**config.mk**
```make
export PLATFORM = sky130hd
export DESIGN_NAME = rvc_frontend
export DESIGN_NICKNAME = d
export VERILOG_FILES = /design/src/rvc_pkg.sv /design/src/rvc_frontend.sv /design/src/rv_field_decode.sv /design/src/rvc_expand.sv /design/src/rvc_classify.sv
export VERILOG_INCLUDE_DIRS = /design/src /design/src/src
export SDC_FILE = /design/constraint.sdc
export NUM_CORES = 1
export LEC_CHECK = 0
export BUFFER_PORTS_ARGS = -buffer_cell sky130_fd_sc_hd__buf_2
export CORE_UTILIZATION = 50
export DETAILED_ROUTE_END_ITERATION = 10
export PLACE_DENSITY = 0.74
export SETUP_SLACK_MARGIN = 0.4
export SYNTH_ARGS = -nofsm -noshare
export SYNTH_HDL_FRONTEND = slang
export SYNTH_SLANG_ARGS = --single-unit
```
**constraint.sdc**
```tcl
create_clock -name clk -period 2.5 [get_ports clk]
set_input_delay 0.375 -clock clk [delete_from_list [all_inputs] [get_ports clk]]
set_output_delay 0.375 -clock clk [all_outputs]
set_load 0.05 [all_outputs]
```
**src/rvc_config.svh**
```systemverilog
// RVC front end build options for compressed support and reset program counter
`ifndef RVC_CONFIG_SVH
`define RVC_CONFIG_SVH

// Expand RV32C parcels when set, flag them illegal when cleared
`define RVC_HAS_C 1'b1

// Next-pc value held out of reset
`define RVC_RESET_PC 32'h0000_0000

`endif
```
**src/rvc_pkg.sv**
```systemverilog
// RVC front end shared types: major opcodes, parcel formats and stage records
package rvc_pkg;

    // RV32I major opcodes seen by the decoder
    typedef enum logic [6:0] {
        OPC_LOAD   = 7'b0000011,
        OPC_STORE  = 7'b0100011,
        OPC_OP_IMM = 7'b0010011,
        OPC_OP     = 7'b0110011,
        OPC_LUI    = 7'b0110111,
        OPC_AUIPC  = 7'b0010111,
        OPC_JAL    = 7'b1101111,
        OPC_JALR   = 7'b1100111,
        OPC_BRANCH = 7'b1100011,
        OPC_SYSTEM = 7'b1110011
    } opcode_e;

    // One 16-bit parcel, viewed per RVC format
    typedef union packed {
        // Register form, also JR/MV/ADD
        struct packed {
            logic [3:0] funct4;
            logic [4:0] rd_rs1;
            logic [4:0] rs2;
            logic [1:0] op;
        } cr;
        // Immediate form
        struct packed {
            logic [2:0] funct3;
            logic       imm_hi;
            logic [4:0] rd_rs1;
            logic [4:0] imm_lo;
            logic [1:0] op;
        } ci;
        // Stack-relative store
        struct packed {
            logic [2:0] funct3;
            logic [5:0] imm;
            logic [4:0] rs2;
            logic [1:0] op;
        } css;
        // Wide immediate, ADDI4SPN only
        struct packed {
            logic [2:0] funct3;
            logic [7:0] imm;
            logic [2:0] rd_p;
            logic [1:0] op;
        } ciw;
        // Load
        struct packed {
            logic [2:0] funct3;
            logic [2:0] imm_hi;
            logic [2:0] rs1_p;
            logic [1:0] imm_lo;
            logic [2:0] rd_p;
            logic [1:0] op;
        } cl;
        // Store, and the arithmetic CA group
        struct packed {
            logic [2:0] funct3;
            logic [2:0] imm_hi;
            logic [2:0] rs1_p;
            logic [1:0] imm_lo;
            logic [2:0] rs2_p;
            logic [1:0] op;
        } cs;
        // Branch and shift/ANDI
        struct packed {
            logic [2:0] funct3;
            logic [2:0] off_hi;
            logic [2:0] rs1_p;
            logic [4:0] off_lo;
            logic [1:0] op;
        } cb;
        // Jump
        struct packed {
            logic [2:0]  funct3;
            logic [10:0] target;
            logic [1:0]  op;
        } cj;
    } rvc_parcel_u;

    // Raw fetch window, bus byte order
    typedef struct packed {
        logic [31:0] data;
        logic [31:0] pc;
    } fetch_win_t;

    // Stage 1 to stage 2
    typedef struct packed {
        logic [31:0] instr;
        logic [31:0] pc;
        logic        compressed;
        logic        illegal;
        logic [2:0]  incr;
    } parcel_t;

    // Stage 2 to stage 3
    typedef struct packed {
        logic [31:0] instr;
        logic [31:0] pc;
        logic        compressed;
        logic        illegal;
        logic [2:0]  incr;
    } expanded_t;

    // Decoded instruction out of the front end
    typedef struct packed {
        opcode_e     opcode;
        logic [4:0]  rd;
        logic [4:0]  rs1;
        logic [4:0]  rs2;
        logic [2:0]  funct3;
        logic [6:0]  funct7;
        logic [31:0] imm;
        logic [31:0] pc;
        logic [31:0] next_pc;
        logic        compressed;
        logic        illegal;
    } decoded_t;

endpackage

```
**src/rvc_frontend.sv**
```systemverilog
// RV32IC instruction front end, classify then expand then decode in three cycles
`timescale 1ns/1ns

module rvc_frontend import rvc_pkg::*; (
    input  logic        clk,
    input  logic        rst_n,
    input  logic        win_valid,
    input  fetch_win_t  win,
    output logic        dec_valid,
    output decoded_t    dec,
    output logic [31:0] next_pc
);

    // Stage 1 to 2
    logic      parcel_valid;
    parcel_t   parcel;
    // Stage 2 to 3
    logic      exp_valid;
    expanded_t exp;

    rvc_classify u_classify (
        .clk          (clk),
        .rst_n        (rst_n),
        .win_valid    (win_valid),
        .win          (win),
        .parcel_valid (parcel_valid),
        .parcel       (parcel)
    );

    rvc_expand u_expand (
        .clk          (clk),
        .rst_n        (rst_n),
        .parcel_valid (parcel_valid),
        .parcel       (parcel),
        .exp_valid    (exp_valid),
        .exp          (exp)
    );

    rv_field_decode u_decode (
        .clk       (clk),
        .rst_n     (rst_n),
        .exp_valid (exp_valid),
        .exp       (exp),
        .dec_valid (dec_valid),
        .dec       (dec),
        .next_pc   (next_pc)
    );

endmodule

```
**src/rv_field_decode.sv**
```systemverilog
// Stage 3, RV32I field split, immediate assembly, opcode class and next pc
`timescale 1ns/1ns
`include "rvc_config.svh"

module rv_field_decode import rvc_pkg::*; (
    input  logic        clk,
    input  logic        rst_n,
    input  logic        exp_valid,
    input  expanded_t   exp,
    output logic        dec_valid,
    output decoded_t    dec,
    output logic [31:0] next_pc
);

    logic [31:0] w;
    logic [31:0] imm;
    logic        known;
    logic [31:0] npc;

    assign w   = exp.instr;
    // Increment is 2 or 4 from stage 1
    assign npc = exp.pc + {29'd0, exp.incr};

    // Immediate by format, unknown opcodes flagged
    always_comb begin
        imm   = 32'h0;
        known = 1'b1;
        case (w[6:0])
            // I-type
            OPC_LOAD, OPC_OP_IMM, OPC_JALR, OPC_SYSTEM:
                imm = {{20{w[31]}}, w[31:20]};
            // S-type
            OPC_STORE:
                imm = {{20{w[31]}}, w[31:25], w[11:7]};
            // B-type, bit 0 always zero
            OPC_BRANCH:
                imm = {{19{w[31]}}, w[31], w[7], w[30:25], w[11:8], 1'b0};
            // U-type
            OPC_LUI, OPC_AUIPC:
                imm = {w[31:12], 12'h000};
            // J-type
            OPC_JAL:
                imm = {{11{w[31]}}, w[31], w[19:12], w[20], w[30:21], 1'b0};
            // Register ops carry no immediate
            OPC_OP:
                imm = 32'h0;
            default:
                known = 1'b0;
        endcase
    end

    always_ff @(posedge clk or negedge rst_n) begin
        if (!rst_n) begin
            dec_valid <= 1'b0;
            dec       <= '0;
            next_pc   <= `RVC_RESET_PC;
        end else begin
            dec_valid <= exp_valid;
            if (exp_valid) begin
                dec.opcode     <= opcode_e'(w[6:0]);
                dec.rd         <= w[11:7];
                dec.rs1        <= w[19:15];
                dec.rs2        <= w[24:20];
                dec.funct3     <= w[14:12];
                dec.funct7     <= w[31:25];
                dec.imm        <= imm;
                dec.pc         <= exp.pc;
                dec.next_pc    <= npc;
                dec.compressed <= exp.compressed;
                // Earlier stage flags plus unknown major opcode
                dec.illegal    <= exp.illegal | ~known;
                // Fetch-side copy, moves with the output strobe
                next_pc        <= npc;
            end
        end
    end

endmodule

```
**src/rvc_expand.sv**
```systemverilog
// Stage 2, expansion of RV32C parcels into equivalent RV32I instructions
`timescale 1ns/1ns

module rvc_expand import rvc_pkg::*; (
    input  logic      clk,
    input  logic      rst_n,
    input  logic      parcel_valid,
    input  parcel_t   parcel,
    output logic      exp_valid,
    output expanded_t exp
);

    rvc_parcel_u p;
    logic [31:0] x;
    logic        ill;
    logic [5:0]  imm6;
    logic [11:0] simm12;
    logic [4:0]  rdp;
    logic [4:0]  rs2p;
    logic [20:0] jimm;
    logic [12:0] bimm;

    // Three-bit register field covers x8..x15
    function automatic logic [4:0] creg(input logic [2:0] r);
        return {2'b01, r};
    endfunction

    function automatic logic [31:0] enc_i(input logic [11:0] imm, input logic [4:0] rs1,
                                          input logic [2:0] f3, input logic [4:0] rd,
                                          input logic [6:0] op);
        return {imm, rs1, f3, rd, op};
    endfunction

    function automatic logic [31:0] enc_r(input logic [6:0] f7, input logic [4:0] rs2,
                                          input logic [4:0] rs1, input logic [2:0] f3,
                                          input logic [4:0] rd);
        return {f7, rs2, rs1, f3, rd, OPC_OP};
    endfunction

    // Compare against x0 only
    function automatic logic [31:0] enc_b(input logic [12:0] imm, input logic [4:0] rs1,
                                          input logic [2:0] f3);
        return {imm[12], imm[10:5], 5'd0, rs1, f3, imm[4:1], imm[11], OPC_BRANCH};
    endfunction

    function automatic logic [31:0] enc_j(input logic [20:0] imm, input logic [4:0] rd);
        return {imm[20], imm[10:1], imm[11], imm[19:12], rd, OPC_JAL};
    endfunction

    // Low half is the parcel
    assign p      = parcel.instr[15:0];
    assign imm6   = {p.ci.imm_hi, p.ci.imm_lo};
    assign simm12 = {{6{imm6[5]}}, imm6};
    assign rdp    = creg(p.cb.rs1_p);
    assign rs2p   = creg(p.cs.rs2_p);
    // CJ scrambled offset
    assign jimm = {{9{p.cj.target[10]}}, p.cj.target[10], p.cj.target[6], p.cj.target[8:7],
                   p.cj.target[4], p.cj.target[5], p.cj.target[0], p.cj.target[9],
                   p.cj.target[3:1], 1'b0};
    // CB branch offset
    assign bimm = {{5{p.cb.off_hi[2]}}, p.cb.off_lo[4:3], p.cb.off_lo[0], p.cb.off_hi[1:0],
                   p.cb.off_lo[2:1], 1'b0};

    always_comb begin
        x   = parcel.instr;
        ill = parcel.illegal;
        if (parcel.compressed) begin
            x = 32'h0;
            if (!parcel.illegal) begin
                case ({p.cr.op, p.ci.funct3})
                    // C.ADDI4SPN, zero immediate reserved
                    5'b00_000: begin
                        x   = enc_i({2'b00, p.ciw.imm[5:2], p.ciw.imm[7:6], p.ciw.imm[0],
                                     p.ciw.imm[1], 2'b00}, 5'd2, 3'b000, creg(p.ciw.rd_p),
                                    OPC_OP_IMM);
                        ill = (p.ciw.imm == 8'h00);
                    end
                    // C.LW
                    5'b00_010: x = enc_i({5'd0, p.cl.imm_lo[0], p.cl.imm_hi, p.cl.imm_lo[1],
                                          2'b00}, creg(p.cl.rs1_p), 3'b010,
                                         creg(p.cl.rd_p), OPC_LOAD);
                    // C.SW
                    5'b00_110: x = {5'd0, p.cs.imm_lo[0], p.cs.imm_hi[2], rs2p,
                                    creg(p.cs.rs1_p), 3'b010, p.cs.imm_hi[1:0],
                                    p.cs.imm_lo[1], 2'b00, OPC_STORE};
                    // C.NOP / C.ADDI
                    5'b01_000: x = enc_i(simm12, p.ci.rd_rs1, 3'b000, p.ci.rd_rs1, OPC_OP_IMM);
                    // C.JAL links to x1
                    5'b01_001: x = enc_j(jimm, 5'd1);
                    // C.LI
                    5'b01_010: x = enc_i(simm12, 5'd0, 3'b000, p.ci.rd_rs1, OPC_OP_IMM);
                    5'b01_011: begin
                        if (p.ci.rd_rs1 == 5'd2) begin
                            // C.ADDI16SP
                            x = enc_i({{3{p.ci.imm_hi}}, p.ci.imm_lo[2:1], p.ci.imm_lo[3],
                                       p.ci.imm_lo[0], p.ci.imm_lo[4], 4'b0000}, 5'd2,
                                      3'b000, 5'd2, OPC_OP_IMM);
                        end else begin
                            // C.LUI
                            x = {{14{imm6[5]}}, imm6, p.ci.rd_rs1, OPC_LUI};
                        end
                        // Both reserve a zero immediate
                        ill = (imm6 == 6'd0);
                    end
                    5'b01_100: begin
                        case (p.cb.off_hi[1:0])
                            // C.SRLI, shamt[5] reserved on RV32
                            2'b00: begin
                                x   = {7'b0000000, imm6[4:0], rdp, 3'b101, rdp, OPC_OP_IMM};
                                ill = imm6[5];
                            end
                            // C.SRAI
                            2'b01: begin
                                x   = {7'b0100000, imm6[4:0], rdp, 3'b101, rdp, OPC_OP_IMM};
                                ill = imm6[5];
                            end
                            // C.ANDI
                            2'b10: x = enc_i(simm12, rdp, 3'b111, rdp, OPC_OP_IMM);
                            default: begin
                                // SUBW/ADDW group is RV64 only
                                ill = p.cs.imm_hi[2];
                                case (p.cs.imm_lo)
                                    2'b00: x = enc_r(7'b0100000, rs2p, rdp, 3'b000, rdp);
                                    2'b01: x = enc_r(7'b0000000, rs2p, rdp, 3'b100, rdp);
                                    2'b10: x = enc_r(7'b0000000, rs2p, rdp, 3'b110, rdp);
                                    default: x = enc_r(7'b0000000, rs2p, rdp, 3'b111, rdp);
                                endcase
                            end
                        endcase
                    end
                    // C.J, C.BEQZ, C.BNEZ
                    5'b01_101: x = enc_j(jimm, 5'd0);
                    5'b01_110: x = enc_b(bimm, rdp, 3'b000);
                    5'b01_111: x = enc_b(bimm, rdp, 3'b001);
                    // C.SLLI
                    5'b10_000: begin
                        x   = {7'b0000000, imm6[4:0], p.ci.rd_rs1, 3'b001, p.ci.rd_rs1,
                               OPC_OP_IMM};
                        ill = imm6[5];
                    end
                    // C.LWSP, rd x0 reserved
                    5'b10_010: begin
                        x   = enc_i({4'd0, p.ci.imm_lo[1:0], p.ci.imm_hi, p.ci.imm_lo[4:2],
                                     2'b00}, 5'd2, 3'b010, p.ci.rd_rs1, OPC_LOAD);
                        ill = (p.ci.rd_rs1 == 5'd0);
                    end
                    5'b10_100: begin
                        if (!p.cr.funct4[0]) begin
                            if (p.cr.rs2 == 5'd0) begin
                                // C.JR, rs1 x0 reserved
                                x   = enc_i(12'd0, p.cr.rd_rs1, 3'b000, 5'd0, OPC_JALR);
                                ill = (p.cr.rd_rs1 == 5'd0);
                            end else begin
                                // C.MV
                                x = enc_r(7'd0, p.cr.rs2, 5'd0, 3'b000, p.cr.rd_rs1);
                            end
                        end else if (p.cr.rs2 == 5'd0 && p.cr.rd_rs1 == 5'd0) begin
                            // C.EBREAK
                            x = 32'h0010_0073;
                        end else if (p.cr.rs2 == 5'd0) begin
                            // C.JALR links to x1
                            x = enc_i(12'd0, p.cr.rd_rs1, 3'b000, 5'd1, OPC_JALR);
                        end else begin
                            // C.ADD
                            x = enc_r(7'd0, p.cr.rs2, p.cr.rd_rs1, 3'b000, p.cr.rd_rs1);
                        end
                    end
                    // C.SWSP
                    5'b10_110: x = {4'd0, p.css.imm[1:0], p.css.imm[5], p.css.rs2, 5'd2,
                                    3'b010, p.css.imm[4:2], 2'b00, OPC_STORE};
                    // Reserved slots and FP loads/stores
                    default: ill = 1'b1;
                endcase
            end
        end
    end

    always_ff @(posedge clk or negedge rst_n) begin
        if (!rst_n) begin
            exp_valid <= 1'b0;
            exp       <= '0;
        end else begin
            exp_valid <= parcel_valid;
            if (parcel_valid) begin
                exp.instr      <= x;
                exp.pc         <= parcel.pc;
                exp.compressed <= parcel.compressed;
                exp.illegal    <= ill;
                exp.incr       <= parcel.incr;
            end
        end
    end

endmodule

```
**src/rvc_classify.sv**
```systemverilog
// Stage 1, byte reorder of the fetch window and compressed/full-width classification
`timescale 1ns/1ns
`include "rvc_config.svh"

module rvc_classify import rvc_pkg::*; (
    input  logic       clk,
    input  logic       rst_n,
    input  logic       win_valid,
    input  fetch_win_t win,
    output logic       parcel_valid,
    output parcel_t    parcel
);

    logic [31:0] instr;
    logic        is_c;

    // Bus lane 31:24 is memory byte 0, so swap all four bytes
    assign instr = {win.data[7:0], win.data[15:8], win.data[23:16], win.data[31:24]};

    // Quadrants 0..2 are compressed, 11 means a full-width word
    assign is_c = (instr[1:0] != 2'b11);

    always_ff @(posedge clk or negedge rst_n) begin
        if (!rst_n) begin
            parcel_valid <= 1'b0;
            parcel       <= '0;
        end else begin
            // Strobe follows input every cycle
            parcel_valid <= win_valid;
            if (win_valid) begin
                parcel.instr      <= instr;
                parcel.pc         <= win.pc;
                parcel.compressed <= is_c;
                // Without C support any compressed parcel is illegal
                parcel.illegal    <= is_c & (`RVC_HAS_C == 1'b0);
                parcel.incr       <= is_c ? 3'd2 : 3'd4;
            end
        end
    end

endmodule

```
# Word level (Yosys, flattened, before mapping)
# Index checks and enable logic that the tools add are counted.
# W data, S select, Z words.
[op_classes]
muxes = 17
reduce_logical = 12
n_bitwise = 2
eq_ne = 30
addsub = 1
[ops]
columns = ["cell", "n"]
rows = [
  ["$pmux W32 S15", 1],
  ["$pmux W32 S5", 1],
  ["$mux W32", 3],
  ["$pmux W32 S3", 1],
  ["$pmux W31 S3", 1],
  ["$mux W25", 2],
  ["$eq A5 B4 Y1 const B", 8],
  ["$add A32 B3 Y32", 1],
  ["$mux W29", 1],
  ["$eq A7 B7 Y1 const B", 4],
  ["$eq A7 B6 Y1 const B", 3],
  ["$eq A5 B5 Y1 const B", 4],
  ["$logic_not A5 Y1", 3],
  ["$eq A7 B5 Y1 const B", 2],
  ["$eq A5 B2 Y1 const B", 2],
  ["$reduce_or A10 Y1", 1],
  ["$reduce_or A9 Y1", 1],
  ["$logic_not A8 Y1", 1],
  ["$eq A7 B2 Y1 const B", 1],
  ["$pmux W1 S7", 1],
  ["$logic_not A6 Y1", 1],
  ["$eq A5 B3 Y1 const B", 1],
  ["$mux W1", 5],
  ["$eq A2 B1 Y1 const B", 2],
  ["9 further kinds", 11],
]
[totals]
in_bits = 67
elab_cells = 85
output_inout_bits = 163
register_bits = 270

# Longest topological paths before layout
# Gate-level depths: netlist (run 1).
[logic_depth]
ltp_word = 6
depth_mapped = 8
mapped_depth_nobuf = 7

# By module
# From an unflattened synthesis (run 1), not the netlist that was laid out.
[hier_totals]
hier_cells = 1158
hier_area_um2 = 12876.1
[modules_own_cells]
columns = ["mod", "seq_area_each_um2", "cells_per_inst", "area_each_um2", "n_inst"]
rows = [
  ["rv_field_decode", 3278.1, 548, 6079.6, 1],
  ["rvc_expand", 1751.7, 464, 4216.5, 1],
  ["rvc_classify", 1676.6, 146, 2580.0, 1],
]

# Least setup slack after synthesis (run 1)
# No wires, ideal clock.
[synth_timing]
path_kind = "flip-flop to flip-flop"
start = "register, netlist name u_expand.exp[1]"
end = "register u_decode.next_pc[21]"
slack_ns = 0.308
period_less_slack_ns = 2.192
setup_ns = 0.077
t_arrival_ns = 2.115
n_path_buf = 0
required_ns = 2.423
stages_incl_launch_ff = 8
path_cell_list = "dfrtp_1 > ha_1 > inv_1 > fa_1 > nor4_4 > or4b_1 > xor2_1 > a21oi_1"
[synth_via]
elab_chain_len = 1
[synth_rtl]
columns = ["element", "line", "source"]
rows = [
  ["$add A32 B3 Y32", "rv_field_decode.sv:22", "assign npc = exp.pc + {29'd0, exp.incr};"],
  ["end signal: assignment", "rv_field_decode.sv:56", "next_pc <= `RVC_RESET_PC;"],
  ["end signal: assignment", "rv_field_decode.sv:73", "next_pc <= npc;"],
  ["end: declaration", "rv_field_decode.sv:12", "output logic [31:0] next_pc"],
]
# Every way passes these cells.
# A chain may end at the register's enable or synchronous reset.

# Worst setup path after layout (run 1)
[layout_timing]
start = "register, netlist name u_classify.parcel[50]"
end = "register, netlist name u_expand.exp[61]"
[layout_via]
elab_chain_len = 3
elab_cells_between_ends = 17
cone_classes = "14 x eq/ne; 2 x mux; 1 x reduce/logical"
[layout_rtl]
columns = ["element", "line", "source"]
rows = [
  ["$eq A5 B5 Y1 (tied with other cells)", "rvc_expand.sv:70", "case ({p.cr.op, p.ci.funct3})"],
  ["$pmux W32 S15 (*)", "rvc_expand.sv:70", ""],
  ["$mux W32 (*)", "rvc_expand.sv:67", "if (parcel.compressed) begin"],
]
# Every way passes the cells marked *; elsewhere a longest branch is shown, timed or not.

==> summary.md, run 1 <==
| Metric | Value |
|---|---|
| Core ar. | `24400 um2` |
| Register area share after synthesis | `53.3%` |
| Global-route wire length before repair | `56.5 mm` |
| RSZ-0062 raised after global routing | `true` |
| Fraction of registers with async set or reset after synthesis | `100%` |
| Pleak | `0.00686 uW` |
| Synth Cell Area | `12400 um2` |
| RD Place Congestion | `0.949` |
| # setup viols final | `0` |
| Adder and majority gate portion of the synthesized area | `0.362%` |
| Synth Area in Compound Gates | `14.1%` |
| TritonRoute pass-1 iters | `7` |
| Worst setup EP type | `register` |
| Clock Power Share | `31.6%` |
| P_int | `8490 uW` |
| Total power divided by cell area | `884 nW/um2` |
| Mapped Avg Cell Area | `10.9 um2` |
| Drt via density | `5.77` |
| Initial Util | `51.0%` |
| Sequential power share | `40.8%` |
| Final Slew Violations | `0` |
| Wire per inst | `20.6 um` |
| Syn Nets | `1216` |
| Hold/Removal Path Class | `in -> reg` |
| Die Ht | `160 um` |
| Setup TNS | `0 ns` |
| H-tree level count | `1` |
| Reg2reg end | `u_expand.exp[61]$_DFFE_PN0P_` |
| # DRC | `0` |
| CP required | `2.98 ns` |
| Die Area | `25500 um2` |
| Syn. warnings | `0` |
| CTS tree | `built` |
| Port Buf Inserts | `229` |
| Peak supply drop | `0.552 mV` |
| P&R area growth vs syn | `21.9%` |
| Vias in the first global route | `9719` |
| Reg2reg start | `u_classify.parcel[50]$_DFFE_PN0P_` |
| Tot Pwr | `13400 uW` |
| Worst Clk Skew | `0.0104 ns` |
| Antenna violations before repair | `4` |
| CP Max Fanout | `15` |
| Initial DRC count | `924` |
| R2r setup slk | `0.42 ns` |
| Critical path startpoint category | `register` |
| Synth Flop Type | `dfrtp_1` |
| Least-Margin Pin Slew | `0.616 ns` |
| Drt total wl | `35.5 mm` |
| I/O pins | `230` |
| Max-slew headroom | `58.5%` |
| Post-Synth Simple-Gate Area | `11.7%` |
| EDFF count, synth | `0` |
| Crit Path Class | `reg -> reg` |
| Logic pwr share | `27.6%` |
| Hold_ws | `0.0352 ns` |
| Worst hold start | `win[46]` |
| TritonCTS Buffers | `29` |
| Tot GR Track Use | `28.3%` |
| Final-stage net count | `1447` |
| Hold EP | `u_classify.parcel[59]$_DFFE_PN0P_` |
| Sink Count | `265` |
| Xor/xnor cell area share of the yosys netlist | `2.04%` |
| R2R cell count | `6` |
| Post-layout minimum cycle time | `2.08 ns` |
| Clock transition at the registers of the reported paths | `0.06 ns` |
| Worst-skew pair later-pin latency | `0.55 ns` |
| Final hold vios | `0` |
| Via Count | `9962` |
| Fin crit share | `83.2%` |
| Post-Synthesis Cells | `1146` |
| Yosys reg bits | `265` |
| Number of max-cap violations | `0` |
| NetSw | `4920 uW` |
| Status | `finished clean` |
| Die width | `160 um` |
| Max Clk Rate | `0.481 GHz` |
| WHS Path Cells | `3` |
| CTS max path bufs | `3` |
| Library cells used by synthesis | `70` |
| CP Data Arrival Time | `2.56 ns` |
| Row count | `57` |
| Final ANT Viol Nets | `0` |
| Ratio of cells with drive above 1 in the final layout | `38.1%` |
| Placed wire-length estimate | `25.9 mm` |
| Gr ovfl total | `0` |
| Post-synthesis mux area share | `12.9%` |
| Root Buffer | `clkbuf_16` |
| Main combinational cell family by area after synthesis | `compound AO/OA/AOI/OAI gates` |
| Largest net degree at the start of global routing | `108` |
| Switching share of total power | `36.7%` |
## stage by stage
stage | cell area (um2) | util (%) | worst slack [ns] | std cells
floorplan | 12400 | - | 0.446 | 1146
global placement | 14100 | 57.7 | 0.341 | 1665
detailed placement | 14100 | 57.7 | 0.308 | 1665
CTS | 15100 | 61.9 | 0.362 | 1723
global route | 15200 | 62.2 | 0.321 | 1725
finish | 15200 | 62.2 | 0.420 | 1726
## critical path: stages, from the launching register on
cell,delay (ns)
dfrtp_1,0.52
buf_4,0.27
nor3_1,0.43
a21oi_1,0.07
or3b_1,0.36
a31o_1,0.23
a21oi_1,0.13
## layout by cell type, fill, tap and decap left out, types with 7 or more instances in the layout
master / synthesis / final
nor2_1: 97 / 96
o2bb2ai_1: 9 / 9
buf_2: 15 / 227
mux2_2: 143 / 143
nor4_1: 7 / 7
a21o_1: 10 / 10
o21ai_1: 10 / 10
clkbuf_16: 0 / 29
a21oi_1: 80 / 80
o21ai_0: 57 / 57
o31ai_1: 9 / 9
a221o_1: 11 / 11
nand4_1: 11 / 11
inv_1: 31 / 30
nand3_1: 16 / 15
clkinv_2: 0 / 7
dfrtp_1: 265 / 260
a221oi_1: 9 / 9
and3_1: 13 / 13
xnor2_1: 13 / 13
buf_4: 33 / 78
nor3_1: 11 / 10
a31oi_1: 17 / 17
nand2b_1: 11 / 11
nor2b_1: 15 / 14
xor2_1: 16 / 16
nand2_1: 73 / 73
## cell families after synthesis
logic type,count (synthesis)
AO/OA/AOI/OAI,272
AND/OR/NAND/NOR,290
flip-flops,265
multiplexers,143
buffers and inverters,144
XOR/XNOR,29
adder cells (fa/ha/maj),3
## synth_stat cells, drive strengths merged (11+ instances only)
library cell	count	area [um2]
a21oi	80	400
a221o	11	110
a31oi	17	106
and3	13	81.3
buf	56	353
clkbuf	56	210
dfrtp	265	6630
inv	32	120
mux2	143	1610
nand2	73	274
nand2b	11	68.8
nand3	18	100
nand4	12	81.3
nor2	97	364
nor2b	15	93.8
nor3	12	65.1
o21ai	67	335
xnor2	13	114
xor2	16	140
## state kept, by name (all words and copies together) (netlist names)
signal,cells
u_classify.parcel_valid,1
u_decode.next_pc,31
u_expand.exp,67
u_classify.parcel,66
u_decode.dec,98
u_decode.dec_valid,1
u_expand.exp_valid,1
## worst max path at each step
stage	from	endpoint	slack, ns	cells past startpoint
floorplan	u_expand.exp[1]$_DFFE_PN0P_	u_decode.next_pc[31]$_DFFE_PN0P_	0.45	7
global placement	u_expand.exp[1]$_DFFE_PN0P_	u_decode.next_pc[21]$_DFFE_PN0P_	0.34	7
detailed placement	u_expand.exp[1]$_DFFE_PN0P_	u_decode.next_pc[21]$_DFFE_PN0P_	0.31	7
CTS	u_expand.exp[1]$_DFFE_PN0P_	u_decode.next_pc[21]$_DFFE_PN0P_	0.36	7
global route	u_classify.parcel[37]$_DFFE_PN0P_	u_expand.exp[47]$_DFFE_PN0P_	0.32	7
finish	u_classify.parcel[50]$_DFFE_PN0P_	u_expand.exp[61]$_DFFE_PN0P_	0.42	6
## cell type report
| class | instances | area, um2 |
|---|---|---|
| Antenna cell | 3 | 7.51 |
| Fill cell | 2017 | 9230 |
| Sequential cell | 265 | 6640 |
| Multi-Input combinational cell | 737 | 5180 |
| Tap cell | 324 | 405 |
| Inverter | 32 | 120 |
| Clock inverter | 15 | 156 |
| Clock buffer | 38 | 810 |
| Timing Repair Buffer | 312 | 1840 |
## routing by layer
layer / GRT usage, % / up-vias / part of all wire [%]
li1: - / 4536 / -
met1: 42.5 / 4961 / 46
met2: 42.2 / 404 / 44
met3: 4.65 / 59 / 7.6
met4: 8.35 / 2 / 2.3
met5: 0 / - / 0.037
## timing repair
item,CTS,global route
endpoints found under the setup margin,4,36
hold buffers,1,0
endpoints found under the hold margin,72,0
gates resized for setup,6,14
pin swaps,4,1
buffers inserted,4,0
## power by group through the flow
stage	combinational, uW	sequential [uW]	clock (uW)
3_5_place_dp	3660	5530	0
4_1_cts	3690	5460	4330
3_3_place_gp	3630	5500	0
6_report	3700	5470	4240
2_1_floorplan	1660	6450	0
5_1_grt	3900	5550	4510
Power figures use the tool's default switching activity.
==> run 2, diff against run 1 <==
ABC_AREA = 1   (was not set)
PLACE_DENSITY = 0.76   (was 0.74)
clock period = 1.7 ns   (was 2.5 ns; I/O delays follow)
==> summary.md, run 2 <==
| Metric | Value |
|---|---|
| Register area share after synthesis | `51.2%` |
| RD Place Congestion | `0.918` |
| Most frequent cells in the layout | `nand2_1, dfrtp_1, buf_4` |
| Library cells used by synthesis | `41` |
| Gr ovfl total | `0` |
| Worst-skew pair later-pin latency | `0.57 ns` |
| Failing checks | `negative setup slack` |
| CP Data Arrival Time | `2.75 ns` |
| Worst Clk Skew | `0.0277 ns` |
| Max-slew headroom | `59.3%` |
| Placed wire-length estimate | `30.2 mm` |
| Post-layout minimum cycle time | `2.35 ns` |
| Final-stage net count | `2203` |
| Hold/Removal Path Class | `in -> reg` |
| Area post-placement | `15300 um2` |
| Final Slew Violations | `0` |
| Die Ht | `163 um` |
| Most common library cells after synthesis | `nand2_1, dfrtp_1, o21ai_0` |
| Drt total wl | `55.2 mm` |
| Syn. warnings | `0` |
| Fin crit share | `138%` |
| CP required | `2.10 ns` |
| Total power divided by cell area | `1040 nW/um2` |
| Core ar. | `25300 um2` |
| H-tree level count | `1` |
| Fraction of registers with async set or reset after synthesis | `100%` |
| Crit path cell chain | `ha_2, inv_2, fa_2, inv_2, nand2_4, nor3_4, nand2_4, buf_4, o21ai_4, o211ai_1, o21ai_1` |
| Wire per inst | `22.2 um` |
| # setup viols final | `50` |
| Filler cells | `1429` |
| CTS tree | `built` |
| Yosys top cell by area | `dfrtp_1` |
| Final hold vios | `0` |
| Clock transition at the registers of the reported paths | `0.07 ns` |
| CTS max path bufs | `3` |
| Critical-path top delay cell | `dfrtp_1` |
| Syn Nets | `1723` |
| Port Buf Inserts | `229` |
| Hold_ws | `0.0442 ns` |
| CP max stage delay | `0.36 ns` |
| Yosys reg bits | `265` |
| Initial DRC count | `1821` |
| Setup ws final | `-0.652 ns` |
| Drt via density | `5.92` |
| Post-Synthesis Cells | `1653` |
| Least-Margin Pin Slew | `0.604 ns` |
| Most frequent cell after synthesis | `nand2_1` |
| EDFF count, synth | `0` |
| Pleak | `0.0103 uW` |
| Vias in the first global route | `13100` |
| Yosys top cell area share | `51.2%` |
| Via Count | `14700` |
| Global-route wire length before repair | `73.0 mm` |
| Synth Flop Type | `dfrtp_1` |
| Mapped Avg Cell Area | `7.84 um2` |
| P&R area growth vs syn | `56.2%` |
| Sink Count | `265` |
| Final instance area | `20200 um2` |
| Antenna violations before repair | `4` |
| Initial Util | `51.1%` |
| Status | `finished, violations left` |
| Worst setup EP type | `register` |
| Top cells by area, synth | `dfrtp_1, nand2_1, o21ai_0` |
| CP Max Fanout | `3` |
| Die Area | `26600 um2` |
| RSZ-0062 raised after global routing | `true` |
| Row count | `58` |
| Tot GR Track Use | `35.6%` |
| Largest net degree at the start of global routing | `95` |
| Crit Path Class | `reg -> reg` |
| Ratio of cells with drive above 1 in the final layout | `38.5%` |
| Regs by FF count | `u_decode.dec (98), u_expand.exp (67), u_classify.parcel (66)` |
| Peak supply drop | `0.961 mV` |
| I/O pins | `230` |
| TritonCTS Buffers | `28` |
| Max FFs per register | `98` |
| # DRC | `0` |
| Most common cell after layout, fill and taps aside | `nand2_1` |
| Top reg by flops | `u_decode.dec` |
| Die width | `163 um` |
| Critical path startpoint category | `register` |
| Root Buffer | `clkbuf_16` |
| Setup TNS | `-9.16 ns` |
| Number of max-cap violations | `0` |
| Max Clk Rate | `0.425 GHz` |
| Final ANT Viol Nets | `0` |
| TritonRoute pass-1 iters | `8` |
| Synth Cell Area | `13000 um2` |
[run 2: kinds of logic after synthesis]
family,Yosys count,share of synthesized area [%]
AOI/OAI and AO/OA,234,9.62
xor gates and xnor gates,7,0.473
buffers and inverters,216,7.81
adders and majority gates,3,0.348
DFF,265,51.2
and+or+nand+nor,928,30.6
[run 2: final cells by class]
| cell class | instances | area [um2] | share of cell area [%] |
|---|---|---|---|
| clock inverters | 10 | 121 | 0.600 |
| inverters | 99 | 425 | 2.10 |
| multi-input cells | 1175 | 6500 | 32.1 |
| well taps | 330 | 413 | 2.04 |
| diodes | 1 | 2.50 | 0.0124 |
| repair buffers | 564 | 5300 | 26.2 |
| flip-flops and latches | 265 | 6650 | 32.9 |
| clock buffers | 41 | 830 | 4.10 |
[run 2: what timing repair did]
| action | 4_1_cts | 5_1_grt |
|---|---|---|
| resized for setup | 496 | 150 |
| gates cloned | 1 | 5 |
| setup buffers | 73 | 68 |
| hold buffers | 62 | 0 |
| pin swaps | 81 | 118 |
| setup endpoints to repair | 259 | 267 |
| endpoints found under the hold margin | 103 | 0 |
[run 2: layer usage]
layer  track usage, %  share of wire, %  wire length (um)  up-vias
li1                 -                 -                 -     6249
met1             49.0                37             20600     7013
met2             57.7                46             25500     1149
met3             4.61                10              5580      306
met4             12.7               6.2              3410        6
met5                0             0.067                37        -
[run 2: path summary, 6_finish.rpt]
kind,from,to,slack (ns),cells after the start
worst max-delay path,u_expand.exp[6]$_DFFE_PN0P_,u_decode.next_pc[13]$_DFFE_PN0P_,-0.65,11
worst min-delay path,win[32],u_classify.parcel[61]$_DFFE_PN0P_,0.04,3
worst max register to register,u_expand.exp[6]$_DFFE_PN0P_,u_decode.next_pc[13]$_DFFE_PN0P_,-0.65,11
worst min register to register,u_classify.parcel[24]$_DFFE_PN0P_,u_classify.parcel[24]$_DFFE_PN0P_,0.47,2
max in group asynchronous,rst_n,u_expand.exp[44]$_DFFE_PN0P_,0.81,3
min in group asynchronous,rst_n,u_decode.dec[119]$_DFFE_PN0P_,0.21,2
[run 2: power breakdown]
part	internal, uW	leakage (uW)	total [uW]	switching, uW
combinational	2520	0.00652	6790	4270
clock	3690	0.000474	6380	2690
sequential	7040	0.00331	7880	845
[run 2: metrics by stage]
step                      setup WS (ns)  cells  util, %  total power [uW]
after CTS                        -0.298   2411     75.1             20100
after global placement           -0.346   2224     60.3             12500
after detailed placement         -0.368   2224     60.3             12600
after floorplan                  -0.295   1653        -             11000
after global routing             -0.668   2485     79.9             21600
final                            -0.652   2485     79.9             21100
[run 2: critical path, delay by kind of cell (launching register included)]
| family | cells | cell delay (ns) |
|---|---|---|
| AOI/OAI and AO/OA | 3 | 0.58 |
| adders and majority gates | 2 | 0.55 |
| buffers and inverters | 3 | 0.30 |
| DFF | 1 | 0.36 |
| and+or+nand+nor | 3 | 0.38 |
